[src/rv_core_config.svh]
`ifndef RV_CORE_CONFIG_SVH
`define RV_CORE_CONFIG_SVH

// Datapath and register index widths
`define XLEN        32
`define REG_ADDR_W  5

// First fetch address out of reset
`define RESET_PC    32'h0000_0000

// Major opcodes of the kept RV32I subset
`define OPC_OP      7'b0110011
`define OPC_OP_IMM  7'b0010011
`define OPC_LUI     7'b0110111
`define OPC_LOAD    7'b0000011
`define OPC_STORE   7'b0100011
`define OPC_BRANCH  7'b1100011
`define OPC_JAL     7'b1101111

// funct3 values, ALU group
`define F3_ADD      3'b000
`define F3_SLL      3'b001
`define F3_SLT      3'b010
`define F3_XOR      3'b100
`define F3_SRL      3'b101
`define F3_OR       3'b110
`define F3_AND      3'b111

// funct3 values, branch and memory group
`define F3_BEQ      3'b000
`define F3_BNE      3'b001
`define F3_WORD     3'b010

`endif

[src/rv_core_pkg.sv]
`include "rv_core_config.svh"

package rv_core_pkg;

  ////////////////////
  // Instruction word
  ////////////////////

  // One 32-bit word, four views of the same bits
  // B and J immediates are rebuilt from the S and U views
  typedef union packed {
    // Register-register ops
    struct packed {
      logic [6:0]             funct7;
      logic [`REG_ADDR_W-1:0] rs2;
      logic [`REG_ADDR_W-1:0] rs1;
      logic [2:0]             funct3;
      logic [`REG_ADDR_W-1:0] rd;
      logic [6:0]             opcode;
    } r_fmt;
    // Immediate ops and loads
    struct packed {
      logic [11:0]            imm;
      logic [`REG_ADDR_W-1:0] rs1;
      logic [2:0]             funct3;
      logic [`REG_ADDR_W-1:0] rd;
      logic [6:0]             opcode;
    } i_fmt;
    // Stores, also carries the branch immediate bits
    struct packed {
      logic [6:0]             imm_hi;
      logic [`REG_ADDR_W-1:0] rs2;
      logic [`REG_ADDR_W-1:0] rs1;
      logic [2:0]             funct3;
      logic [4:0]             imm_lo;
      logic [6:0]             opcode;
    } s_fmt;
    // LUI, also carries the JAL immediate bits
    struct packed {
      logic [19:0]            imm;
      logic [`REG_ADDR_W-1:0] rd;
      logic [6:0]             opcode;
    } u_fmt;
  } instr_u;

endpackage

[src/rv_fetch_unit.sv]
`timescale 1ns/1ps
`include "rv_core_config.svh"

module rv_fetch_unit (
  input  logic               clk_i,
  input  logic               rst_i,
  // Wishbone instruction master, read only
  output logic               iwb_cyc_o,
  output logic               iwb_stb_o,
  output logic [`XLEN-1:0]   iwb_adr_o,
  input  logic [`XLEN-1:0]   iwb_dat_i,
  input  logic               iwb_ack_i,
  // From execute and mem stage
  input  logic [`XLEN-1:0]   next_pc_i,
  input  logic               retire_i,
  // Current instruction to execute
  output rv_core_pkg::instr_u instr_o,
  output logic [`XLEN-1:0]   pc_o,
  output logic               exec_valid_o
);
  import rv_core_pkg::*;

  logic [`XLEN-1:0] pc_q;
  logic             fetch_q;
  logic             exec_valid_q;
  instr_u           instr_q;

  ////////////////////
  // Fetch FSM
  ////////////////////

  // fetch_q high: bus cycle open
  // exec_valid_q high: word held until retire
  // Both low only right after reset
  always_ff @(posedge clk_i) begin
    if (rst_i) begin
      pc_q         <= `RESET_PC;
      fetch_q      <= 1'b0;
      exec_valid_q <= 1'b0;
    end else if (fetch_q) begin
      // Close the cycle on ack
      if (iwb_ack_i) begin
        fetch_q      <= 1'b0;
        exec_valid_q <= 1'b1;
      end
    end else if (exec_valid_q) begin
      // Retire edge, move on to the next PC
      if (retire_i) begin
        pc_q         <= next_pc_i;
        exec_valid_q <= 1'b0;
        fetch_q      <= 1'b1;
      end
    end else begin
      // Leave reset idle
      fetch_q <= 1'b1;
    end
  end

  // Instruction word captured on the ack
  always_ff @(posedge clk_i) begin
    if (fetch_q && iwb_ack_i) begin
      instr_q <= iwb_dat_i;
    end
  end

  // cyc and stb always together
  assign iwb_cyc_o    = fetch_q;
  assign iwb_stb_o    = fetch_q;
  // PC only moves on retire, so address stays put while stalled
  assign iwb_adr_o    = pc_q;

  assign instr_o      = instr_q;
  assign pc_o         = pc_q;
  assign exec_valid_o = exec_valid_q;

endmodule

[src/rv_decoder.sv]
`timescale 1ns/1ps
`include "rv_core_config.svh"

module rv_decoder (
  input  rv_core_pkg::instr_u     instr_i,
  output logic [`REG_ADDR_W-1:0]  rs1_o,
  output logic [`REG_ADDR_W-1:0]  rs2_o,
  output logic [`REG_ADDR_W-1:0]  rd_o,
  output logic [`XLEN-1:0]        imm_o,
  output logic                    use_imm_o,
  output logic                    is_sub_o,
  output logic                    is_lui_o,
  output logic                    is_load_o,
  output logic                    is_store_o,
  output logic                    is_branch_o,
  output logic                    is_jal_o,
  output logic                    rd_we_o,
  output logic [2:0]              alu_f3_o
);

  logic [6:0]       opcode;
  logic [2:0]       funct3;
  logic [`XLEN-1:0] imm_i;
  logic [`XLEN-1:0] imm_s;
  logic [`XLEN-1:0] imm_b;
  logic [`XLEN-1:0] imm_u;
  logic [`XLEN-1:0] imm_j;

  // Opcode and funct3 sit at the same bits in every view
  assign opcode = instr_i.r_fmt.opcode;
  assign funct3 = instr_i.r_fmt.funct3;

  ////////////////////
  // Immediates
  ////////////////////

  assign imm_i = {{20{instr_i.i_fmt.imm[11]}}, instr_i.i_fmt.imm};
  assign imm_s = {{20{instr_i.s_fmt.imm_hi[6]}}, instr_i.s_fmt.imm_hi, instr_i.s_fmt.imm_lo};
  // B: imm[12|10:5] in imm_hi, imm[4:1|11] in imm_lo
  assign imm_b = {{20{instr_i.s_fmt.imm_hi[6]}}, instr_i.s_fmt.imm_lo[0],
                  instr_i.s_fmt.imm_hi[5:0], instr_i.s_fmt.imm_lo[4:1], 1'b0};
  assign imm_u = {instr_i.u_fmt.imm, 12'h000};
  // J: imm[20|10:1|11|19:12] packed into the U field
  assign imm_j = {{12{instr_i.u_fmt.imm[19]}}, instr_i.u_fmt.imm[7:0],
                  instr_i.u_fmt.imm[8], instr_i.u_fmt.imm[18:9], 1'b0};

  ////////////////////
  // Control decode
  ////////////////////

  always_comb begin
    // Defaults describe a no-op
    rs1_o       = instr_i.r_fmt.rs1;
    rs2_o       = instr_i.r_fmt.rs2;
    rd_o        = instr_i.r_fmt.rd;
    imm_o       = '0;
    use_imm_o   = 1'b0;
    is_sub_o    = 1'b0;
    is_lui_o    = 1'b0;
    is_load_o   = 1'b0;
    is_store_o  = 1'b0;
    is_branch_o = 1'b0;
    is_jal_o    = 1'b0;
    rd_we_o     = 1'b0;
    alu_f3_o    = `F3_ADD;
    case (opcode)
      `OPC_OP: begin
        rd_we_o  = 1'b1;
        alu_f3_o = funct3;
        // funct7 bit 5 selects SUB
        is_sub_o = instr_i.r_fmt.funct7[5] && (funct3 == `F3_ADD);
      end
      `OPC_OP_IMM: begin
        rd_o      = instr_i.i_fmt.rd;
        imm_o     = imm_i;
        use_imm_o = 1'b1;
        rd_we_o   = 1'b1;
        alu_f3_o  = funct3;
      end
      `OPC_LUI: begin
        rd_o      = instr_i.u_fmt.rd;
        imm_o     = imm_u;
        use_imm_o = 1'b1;
        is_lui_o  = 1'b1;
        rd_we_o   = 1'b1;
      end
      `OPC_LOAD: begin
        // Word loads only
        if (funct3 == `F3_WORD) begin
          rd_o      = instr_i.i_fmt.rd;
          imm_o     = imm_i;
          use_imm_o = 1'b1;
          is_load_o = 1'b1;
          rd_we_o   = 1'b1;
        end
      end
      `OPC_STORE: begin
        if (funct3 == `F3_WORD) begin
          imm_o      = imm_s;
          use_imm_o  = 1'b1;
          is_store_o = 1'b1;
        end
      end
      `OPC_BRANCH: begin
        // funct3 passed on for the compare
        imm_o       = imm_b;
        is_branch_o = 1'b1;
        alu_f3_o    = funct3;
      end
      `OPC_JAL: begin
        rd_o     = instr_i.u_fmt.rd;
        imm_o    = imm_j;
        is_jal_o = 1'b1;
        rd_we_o  = 1'b1;
      end
      default: begin
        // Anything else retires with no effect
        rd_we_o = 1'b0;
      end
    endcase
  end

endmodule

[src/rv_reg_file.sv]
`timescale 1ns/1ps
`include "rv_core_config.svh"

module rv_reg_file (
  input  logic                   clk_i,
  input  logic                   rst_i,
  // Read ports
  input  logic [`REG_ADDR_W-1:0] rs1_i,
  input  logic [`REG_ADDR_W-1:0] rs2_i,
  output logic [`XLEN-1:0]       rdata1_o,
  output logic [`XLEN-1:0]       rdata2_o,
  // Write port
  input  logic                   we_i,
  input  logic [`REG_ADDR_W-1:0] waddr_i,
  input  logic [`XLEN-1:0]       wdata_i
);

  logic [`XLEN-1:0] regs [2**`REG_ADDR_W];

  // Single write port, x0 never written
  always_ff @(posedge clk_i) begin
    if (rst_i) begin
      for (int i = 0; i < 2**`REG_ADDR_W; i++) begin
        regs[i] <= '0;
      end
    end else if (we_i && (waddr_i != '0)) begin
      regs[waddr_i] <= wdata_i;
    end
  end

  // Asynchronous reads
  // x0 forced to zero
  assign rdata1_o = (rs1_i == '0) ? '0 : regs[rs1_i];
  assign rdata2_o = (rs2_i == '0) ? '0 : regs[rs2_i];

endmodule

[src/rv_execute.sv]
`timescale 1ns/1ps
`include "rv_core_config.svh"

module rv_execute (
  input  logic                   clk_i,
  input  logic                   rst_i,
  input  rv_core_pkg::instr_u    instr_i,
  input  logic [`XLEN-1:0]       pc_i,
  // To mem stage
  output logic                   is_load_o,
  output logic                   is_store_o,
  output logic                   rd_we_o,
  output logic [`REG_ADDR_W-1:0] rd_o,
  output logic [`XLEN-1:0]       alu_result_o,
  output logic [`XLEN-1:0]       store_data_o,
  // To fetch
  output logic [`XLEN-1:0]       next_pc_o,
  // Writeback from mem stage
  input  logic                   wb_we_i,
  input  logic [`REG_ADDR_W-1:0] wb_addr_i,
  input  logic [`XLEN-1:0]       wb_data_i
);

  logic [`REG_ADDR_W-1:0] rs1;
  logic [`REG_ADDR_W-1:0] rs2;
  logic [`XLEN-1:0]       imm;
  logic                   use_imm;
  logic                   is_sub;
  logic                   is_lui;
  logic                   is_branch;
  logic                   is_jal;
  logic [2:0]             alu_f3;
  logic [`XLEN-1:0]       rdata1;
  logic [`XLEN-1:0]       rdata2;
  logic [`XLEN-1:0]       op_a;
  logic [`XLEN-1:0]       op_b;
  logic [`XLEN-1:0]       alu_out;
  logic [`XLEN-1:0]       pc_plus4;
  logic [`XLEN-1:0]       target;
  logic                   take_branch;

  rv_decoder u_decoder (
    .instr_i     (instr_i),
    .rs1_o       (rs1),
    .rs2_o       (rs2),
    .rd_o        (rd_o),
    .imm_o       (imm),
    .use_imm_o   (use_imm),
    .is_sub_o    (is_sub),
    .is_lui_o    (is_lui),
    .is_load_o   (is_load_o),
    .is_store_o  (is_store_o),
    .is_branch_o (is_branch),
    .is_jal_o    (is_jal),
    .rd_we_o     (rd_we_o),
    .alu_f3_o    (alu_f3)
  );

  rv_reg_file u_reg_file (
    .clk_i    (clk_i),
    .rst_i    (rst_i),
    .rs1_i    (rs1),
    .rs2_i    (rs2),
    .rdata1_o (rdata1),
    .rdata2_o (rdata2),
    .we_i     (wb_we_i),
    .waddr_i  (wb_addr_i),
    .wdata_i  (wb_data_i)
  );

  ////////////////////
  // ALU
  ////////////////////

  // LUI adds its immediate to zero
  assign op_a = is_lui ? '0 : rdata1;
  assign op_b = use_imm ? imm : rdata2;

  always_comb begin
    case (alu_f3)
      `F3_ADD: alu_out = is_sub ? (op_a - op_b) : (op_a + op_b);
      `F3_SLL: alu_out = op_a << op_b[4:0];
      `F3_SLT: alu_out = {{(`XLEN-1){1'b0}}, $signed(op_a) < $signed(op_b)};
      `F3_XOR: alu_out = op_a ^ op_b;
      `F3_SRL: alu_out = op_a >> op_b[4:0];
      `F3_OR:  alu_out = op_a | op_b;
      `F3_AND: alu_out = op_a & op_b;
      default: alu_out = '0;
    endcase
  end

  ////////////////////
  // Next PC
  ////////////////////

  assign pc_plus4 = pc_i + `XLEN'd4;
  // Same target adder for branches and JAL
  assign target   = pc_i + imm;

  assign take_branch = is_branch &&
                       (((alu_f3 == `F3_BEQ) && (rdata1 == rdata2)) ||
                        ((alu_f3 == `F3_BNE) && (rdata1 != rdata2)));

  assign next_pc_o    = (is_jal || take_branch) ? target : pc_plus4;
  // JAL writes its link value
  assign alu_result_o = is_jal ? pc_plus4 : alu_out;
  assign store_data_o = rdata2;

endmodule

[src/rv_mem_stage.sv]
`timescale 1ns/1ps
`include "rv_core_config.svh"

module rv_mem_stage (
  input  logic                   clk_i,
  input  logic                   rst_i,
  input  logic                   exec_valid_i,
  // From execute
  input  logic                   is_load_i,
  input  logic                   is_store_i,
  input  logic                   rd_we_i,
  input  logic [`REG_ADDR_W-1:0] rd_i,
  input  logic [`XLEN-1:0]       alu_result_i,
  input  logic [`XLEN-1:0]       store_data_i,
  // Wishbone data master
  output logic                   dwb_cyc_o,
  output logic                   dwb_stb_o,
  output logic                   dwb_we_o,
  output logic [`XLEN-1:0]       dwb_adr_o,
  output logic [`XLEN-1:0]       dwb_dat_o,
  output logic [`XLEN/8-1:0]     dwb_sel_o,
  input  logic [`XLEN-1:0]       dwb_dat_i,
  input  logic                   dwb_ack_i,
  // Writeback to register file
  output logic                   wb_we_o,
  output logic [`REG_ADDR_W-1:0] wb_addr_o,
  output logic [`XLEN-1:0]       wb_data_o,
  // To fetch
  output logic                   retire_o
);

  logic mem_op;
  logic dbus_req;
  logic ack_seen_q;

  assign mem_op = is_load_i | is_store_i;

  ////////////////////
  // Data bus cycle
  ////////////////////

  // Set on the ack edge, cleared once the instruction is gone
  // Keeps one access per instruction
  always_ff @(posedge clk_i) begin
    if (rst_i) begin
      ack_seen_q <= 1'b0;
    end else if (!exec_valid_i) begin
      ack_seen_q <= 1'b0;
    end else if (dbus_req && dwb_ack_i) begin
      ack_seen_q <= 1'b1;
    end
  end

  // Request opens in the first exec_valid cycle
  assign dbus_req  = exec_valid_i & mem_op & ~ack_seen_q;

  assign dwb_cyc_o = dbus_req;
  assign dwb_stb_o = dbus_req;
  assign dwb_we_o  = dbus_req & is_store_i;
  // Held stable by the stall, no register write until retire
  assign dwb_adr_o = alu_result_i;
  assign dwb_dat_o = store_data_i;
  // Word accesses only
  assign dwb_sel_o = {(`XLEN/8){1'b1}};

  ////////////////////
  // Retire and writeback
  ////////////////////

  // Non-memory ops retire at once, memory ops on the ack
  assign retire_o  = exec_valid_i & (mem_op ? (dbus_req & dwb_ack_i) : 1'b1);

  assign wb_we_o   = retire_o & rd_we_i;
  assign wb_addr_o = rd_i;
  // Load data is only valid in the ack cycle
  assign wb_data_o = is_load_i ? dwb_dat_i : alu_result_i;

endmodule

[src/rv_core.sv]
`timescale 1ns/1ps
`include "rv_core_config.svh"

module rv_core (
  input  logic               clk_i,
  input  logic               rst_i,
  // Instruction bus
  output logic               iwb_cyc_o,
  output logic               iwb_stb_o,
  output logic [`XLEN-1:0]   iwb_adr_o,
  input  logic [`XLEN-1:0]   iwb_dat_i,
  input  logic               iwb_ack_i,
  // Data bus
  output logic               dwb_cyc_o,
  output logic               dwb_stb_o,
  output logic               dwb_we_o,
  output logic [`XLEN-1:0]   dwb_adr_o,
  output logic [`XLEN-1:0]   dwb_dat_o,
  output logic [`XLEN/8-1:0] dwb_sel_o,
  input  logic [`XLEN-1:0]   dwb_dat_i,
  input  logic               dwb_ack_i
);
  import rv_core_pkg::*;

  // Fetch to execute
  instr_u                 instr;
  logic [`XLEN-1:0]       pc;
  logic                   exec_valid;
  // Execute to mem stage
  logic                   is_load;
  logic                   is_store;
  logic                   rd_we;
  logic [`REG_ADDR_W-1:0] rd;
  logic [`XLEN-1:0]       alu_result;
  logic [`XLEN-1:0]       store_data;
  logic [`XLEN-1:0]       next_pc;
  // Writeback and retire
  logic                   wb_we;
  logic [`REG_ADDR_W-1:0] wb_addr;
  logic [`XLEN-1:0]       wb_data;
  logic                   retire;

  ////////////////////
  // Input side
  ////////////////////

  rv_fetch_unit u_fetch (
    .clk_i        (clk_i),
    .rst_i        (rst_i),
    .iwb_cyc_o    (iwb_cyc_o),
    .iwb_stb_o    (iwb_stb_o),
    .iwb_adr_o    (iwb_adr_o),
    .iwb_dat_i    (iwb_dat_i),
    .iwb_ack_i    (iwb_ack_i),
    .next_pc_i    (next_pc),
    .retire_i     (retire),
    .instr_o      (instr),
    .pc_o         (pc),
    .exec_valid_o (exec_valid)
  );

  ////////////////////
  // Processing part
  ////////////////////

  rv_execute u_execute (
    .clk_i        (clk_i),
    .rst_i        (rst_i),
    .instr_i      (instr),
    .pc_i         (pc),
    .is_load_o    (is_load),
    .is_store_o   (is_store),
    .rd_we_o      (rd_we),
    .rd_o         (rd),
    .alu_result_o (alu_result),
    .store_data_o (store_data),
    .next_pc_o    (next_pc),
    .wb_we_i      (wb_we),
    .wb_addr_i    (wb_addr),
    .wb_data_i    (wb_data)
  );

  ////////////////////
  // Output side
  ////////////////////

  rv_mem_stage u_mem (
    .clk_i        (clk_i),
    .rst_i        (rst_i),
    .exec_valid_i (exec_valid),
    .is_load_i    (is_load),
    .is_store_i   (is_store),
    .rd_we_i      (rd_we),
    .rd_i         (rd),
    .alu_result_i (alu_result),
    .store_data_i (store_data),
    .dwb_cyc_o    (dwb_cyc_o),
    .dwb_stb_o    (dwb_stb_o),
    .dwb_we_o     (dwb_we_o),
    .dwb_adr_o    (dwb_adr_o),
    .dwb_dat_o    (dwb_dat_o),
    .dwb_sel_o    (dwb_sel_o),
    .dwb_dat_i    (dwb_dat_i),
    .dwb_ack_i    (dwb_ack_i),
    .wb_we_o      (wb_we),
    .wb_addr_o    (wb_addr),
    .wb_data_o    (wb_data),
    .retire_o     (retire)
  );

endmodule

[config.mk]
export PLATFORM = sky130hd
export DESIGN_NAME = rv_core
export DESIGN_NICKNAME = d
export VERILOG_FILES = /design/src/rv_core_pkg.sv /design/src/rv_fetch_unit.sv /design/src/rv_decoder.sv /design/src/rv_reg_file.sv /design/src/rv_execute.sv /design/src/rv_mem_stage.sv /design/src/rv_core.sv
export VERILOG_INCLUDE_DIRS = /design/src
export SDC_FILE = /design/constraint.sdc
export NUM_CORES = 2
export LEC_CHECK = 0
export BUFFER_PORTS_ARGS = -buffer_cell sky130_fd_sc_hd__buf_2
export CAP_MARGIN = 5
export CORE_MARGIN = 5
export CORE_UTILIZATION = 30
export CTS_CLUSTER_DIAMETER = 150
export DETAILED_ROUTE_END_ITERATION = 7
export PLACE_DENSITY = 0.46
export SYNTH_ARGS = -nofsm -noshare
export SYNTH_HDL_FRONTEND = slang
export SYNTH_HIERARCHICAL = 1
export SYNTH_SLANG_ARGS = --single-unit
[constraint.sdc]
create_clock -name clk_i -period 6.5 [get_ports clk_i]
set_input_delay 0.65 -clock clk_i [delete_from_list [all_inputs] [get_ports clk_i]]
set_output_delay 0.65 -clock clk_i [all_outputs]
set_load 0.1 [all_outputs]
==> metrics.md <==
| Metric | Value |
|---|---|
| Via Count | `55.0k` |
| CTS tree | `done` |
| Die height | `495 um` |
| DR WL/cell | `34.5 um` |
| Fraction of layout cells with a size suffix above 1 | `34.5%` |
| Slew Limit Fails | `0` |
| Dpl hpwl | `230000 um` |
| DRT Wirelength | `332000 um` |
| Ys async rst share | `0%` |
| Most instantiated library cell after synthesis | `edfxtp_1` |
| Fin util | `37.6%` |
| Synth Register Bits | `1091` |
| Max frequency | `144 MHz` |
| Element type at the critical path end | `output port` |
| Die area | `0.245 sq mm` |
| Core ar. | `0.235 sq mm` |
| Max-slew headroom | `17.1%` |
| Rows | `178` |
| Post-layout net count | `6579` |
| Die X-Extent | `495 um` |
| Top cells by count, synth | `edfxtp_1 (1056), and2_1 (1007), mux4_2 (483), clkbuf_1 (364), nand2_1 (358)` |
| Initial Util | `30.1%` |
| # DRC | `0` |
| Peak supply drop | `500 uV` |
| Status | `finished, violations left` |
| Number of flops mapped to enable cells by yosys | `1056` |
| Final worst setup slack | `-0.434 ns` |
| Failing checks | `setup timing` |
| Hold Path Depth | `1` |
| Tightest Pin Transition | `1.24 ns` |
| First-pass GRT wire length | `452000 um` |
| Yosys top cell by area | `edfxtp_1` |
| Initial antenna violation count | `41` |
| Htree depth | `4` |
| Clock Skews | `0.0335 ns` |
| Non-Filler Instances | `9642` |
| Required time worst endpoint | `5.85 ns` |
| Clk slew on worst S/H paths | `0.06 ns` |
| Worst skew pair latency | `0.80 ns` |
| DR pass1 iterations | `7` |
| Synth top area share | `44.9%` |
| Antenna-violating nets left | `0` |
| Max Cap Violations | `0` |
| Slowest cell delay on critical path | `0.49 ns` |
| Synth cell types | `106` |
| Critical Path Most Common Cell | `buf_4` |
| Pwr dens | `263 mW/mm^2` |
| Crit path DAT | `6.28 ns` |
| Worst hold-check path type | `in2reg` |
| Leading post-synthesis cells by cell area | `edfxtp_1 (45%), mux4_2 (15%), and2_1 (8.9%)` |
| Drt via density | `5.70` |
| Worst Path Max Fanout | `5` |
| Mapped cell area | `0.0706 sq mm` |
| IO Port Bufs | `168` |
| Worst setup path class | `reg2out` |
| Slowest cell on crit path | `mux4_2` |
| Io pins | `173` |
| Syn-to-layout area delta | `24.9%` |
| Synth Warn # | `6` |
| Register area share after synthesis | `45.9%` |
| Vias in the first global route | `54.1k` |
| Root Buffer | `clkbuf_16` |
| Clock sinks | `1091` |
| All-layer global routing usage | `26.3%` |
| Placement Setup Slack | `-1.14 ns` |
| Final setup viols | `28` |
| Post-synthesis cell count | `5816` |
| Placer Congestion | `0.990` |
| Total gr overflow | `0` |
| Worst Setup Start Kind | `flop` |
| Final hold viol count | `0` |
| Initial drt markers | `7131` |
| DP Cell Count | `9298` |
| CTS Buffer Depth | `3` |
| Post-layout min period | `6.93 ns` |
| Syn avg cell area | `12.1 sq um` |
| Final period util | `107%` |
| RSZ-0062 raised after global routing | `true` |
| Top FF cell, synth | `edfxtp_1` |
| Leakage | `0.0332 uW` |
| Cts bufs inserted | `131` |
| Largest net degree at the start of global routing | `59` |
| R2r worst-path depth | `27` |
[where the power goes]
part	internal, uW	switching (uW)	leakage [uW]	total, uW
registers	7940	148	0.0111	8090
logic	2810	5110	0.0201	7920
clock network	4040	3090	0.00199	7140
total	14800	8350	0.0332	23100
[critical path: cells and delay by family, from the launching register on]
family | cells | cell delay [ns]
AOI/OAI and AO/OA | 7 | 1.48
xor gates and xnor gates | 1 | 0.26
adders and majority gates | 2 | 0.60
buffers and inverters | 10 | 1.52
DFF | 1 | 0.38
muxes | 2 | 0.72
and+or+nand+nor | 4 | 0.50
[layout make-up]
class	instances	area, sq um
tap	3150	3940
fill	22596	147000
clock buffer	166	3480
inverter	119	455
timing repair buffer	1054	10000
antenna	9	22.5
clock inverter	71	561
multi-input combinational	3982	37300
sequential	1091	32400
[cell usage in the layout, fill, tap and decap left out, types with 103 or more instances in the layout]
| cell type | count |
|---|---|
| clkbuf_16 | 141 |
| mux4_2 | 483 |
| edfxtp_1 | 1056 |
| nor2_1 | 140 |
| nand2_1 | 353 |
| o21ai_0 | 130 |
| buf_2 | 135 |
| a21oi_1 | 170 |
| and2_1 | 1004 |
| buf_4 | 709 |
| buf_12 | 124 |
| inv_1 | 103 |
| mux2i_1 | 215 |
| ha_1 | 108 |
[timing repair]
action	4_1_cts	5_1_grt
pin swaps	80	100
hold buffers	8	0
gates cloned	13	7
endpoints found under the setup margin	993	75
setup buffers	49	41
resized for setup	383	208
hold endpoints to repair	8	0
[final timing paths]
path	start	to	slack (ns)
max	u_fetch/instr_o[20]	dwb_adr_o[18]	-0.43
min	iwb_dat_i[26]	u_fetch/instr_o[26]	0.05
max reg2reg	u_fetch/instr_o[20]	u_execute/u_reg_file/regs[27][14]	0.07
min reg2reg	u_fetch/iwb_adr_o[29]	u_fetch/iwb_adr_o[29]	0.52
[cells by family after synthesis]
kind of cell	Yosys count	share of synthesized area (%)
other	2	0.0106
multiplexers	802	20.3
adder cells (fa/ha/maj)	132	2.37
flip-flops	1091	45.9
XOR/XNOR	115	1.43
buffers and inverters	777	5.53
AO/OA/AOI/OAI	967	9.28
AND/OR/NAND/NOR	1930	15.2
[sequential cells by signal, summed over array words and instances, names as in the netlist]
name and cells:
u_fetch/iwb_adr_o 32, u_mem/ack_seen_q 1, u_execute/u_reg_file/regs 1024, u_fetch/instr_o 32
u_fetch/iwb_cyc_o 1, u_fetch/exec_valid_o 1
[through the flow]
| step | setup TNS, ns | cell area, sq um | power (uW) | hold slack, ns |
|---|---|---|---|---|
| floorplan | 0 | 70700 | 11800 | 0.502 |
| global placement | -639.33 | 79800 | 15400 | 0.502 |
| detailed placement | -614.70 | 79800 | 15400 | 0.506 |
| CTS | -9.72 | 86700 | 22900 | 0.00335 |
| global route | -10.95 | 88100 | 23800 | 0.0250 |
| finish | -7.39 | 88200 | 23100 | 0.0467 |
[per-layer routing]
| metal | track usage (%) | wire length, um | part of all wire [%] | vias up |
|---|---|---|---|---|
| li1 | - | - | - | 22943 |
| met1 | 34.7 | 133000 | 40 | 28496 |
| met2 | 41.2 | 149000 | 45 | 2955 |
| met3 | 5.65 | 31400 | 9.4 | 600 |
| met4 | 12.7 | 19100 | 5.8 | 8 |
| met5 | 0 | 51 | 0.015 | - |
Note: power is estimated with default switching activity, not from simulation.
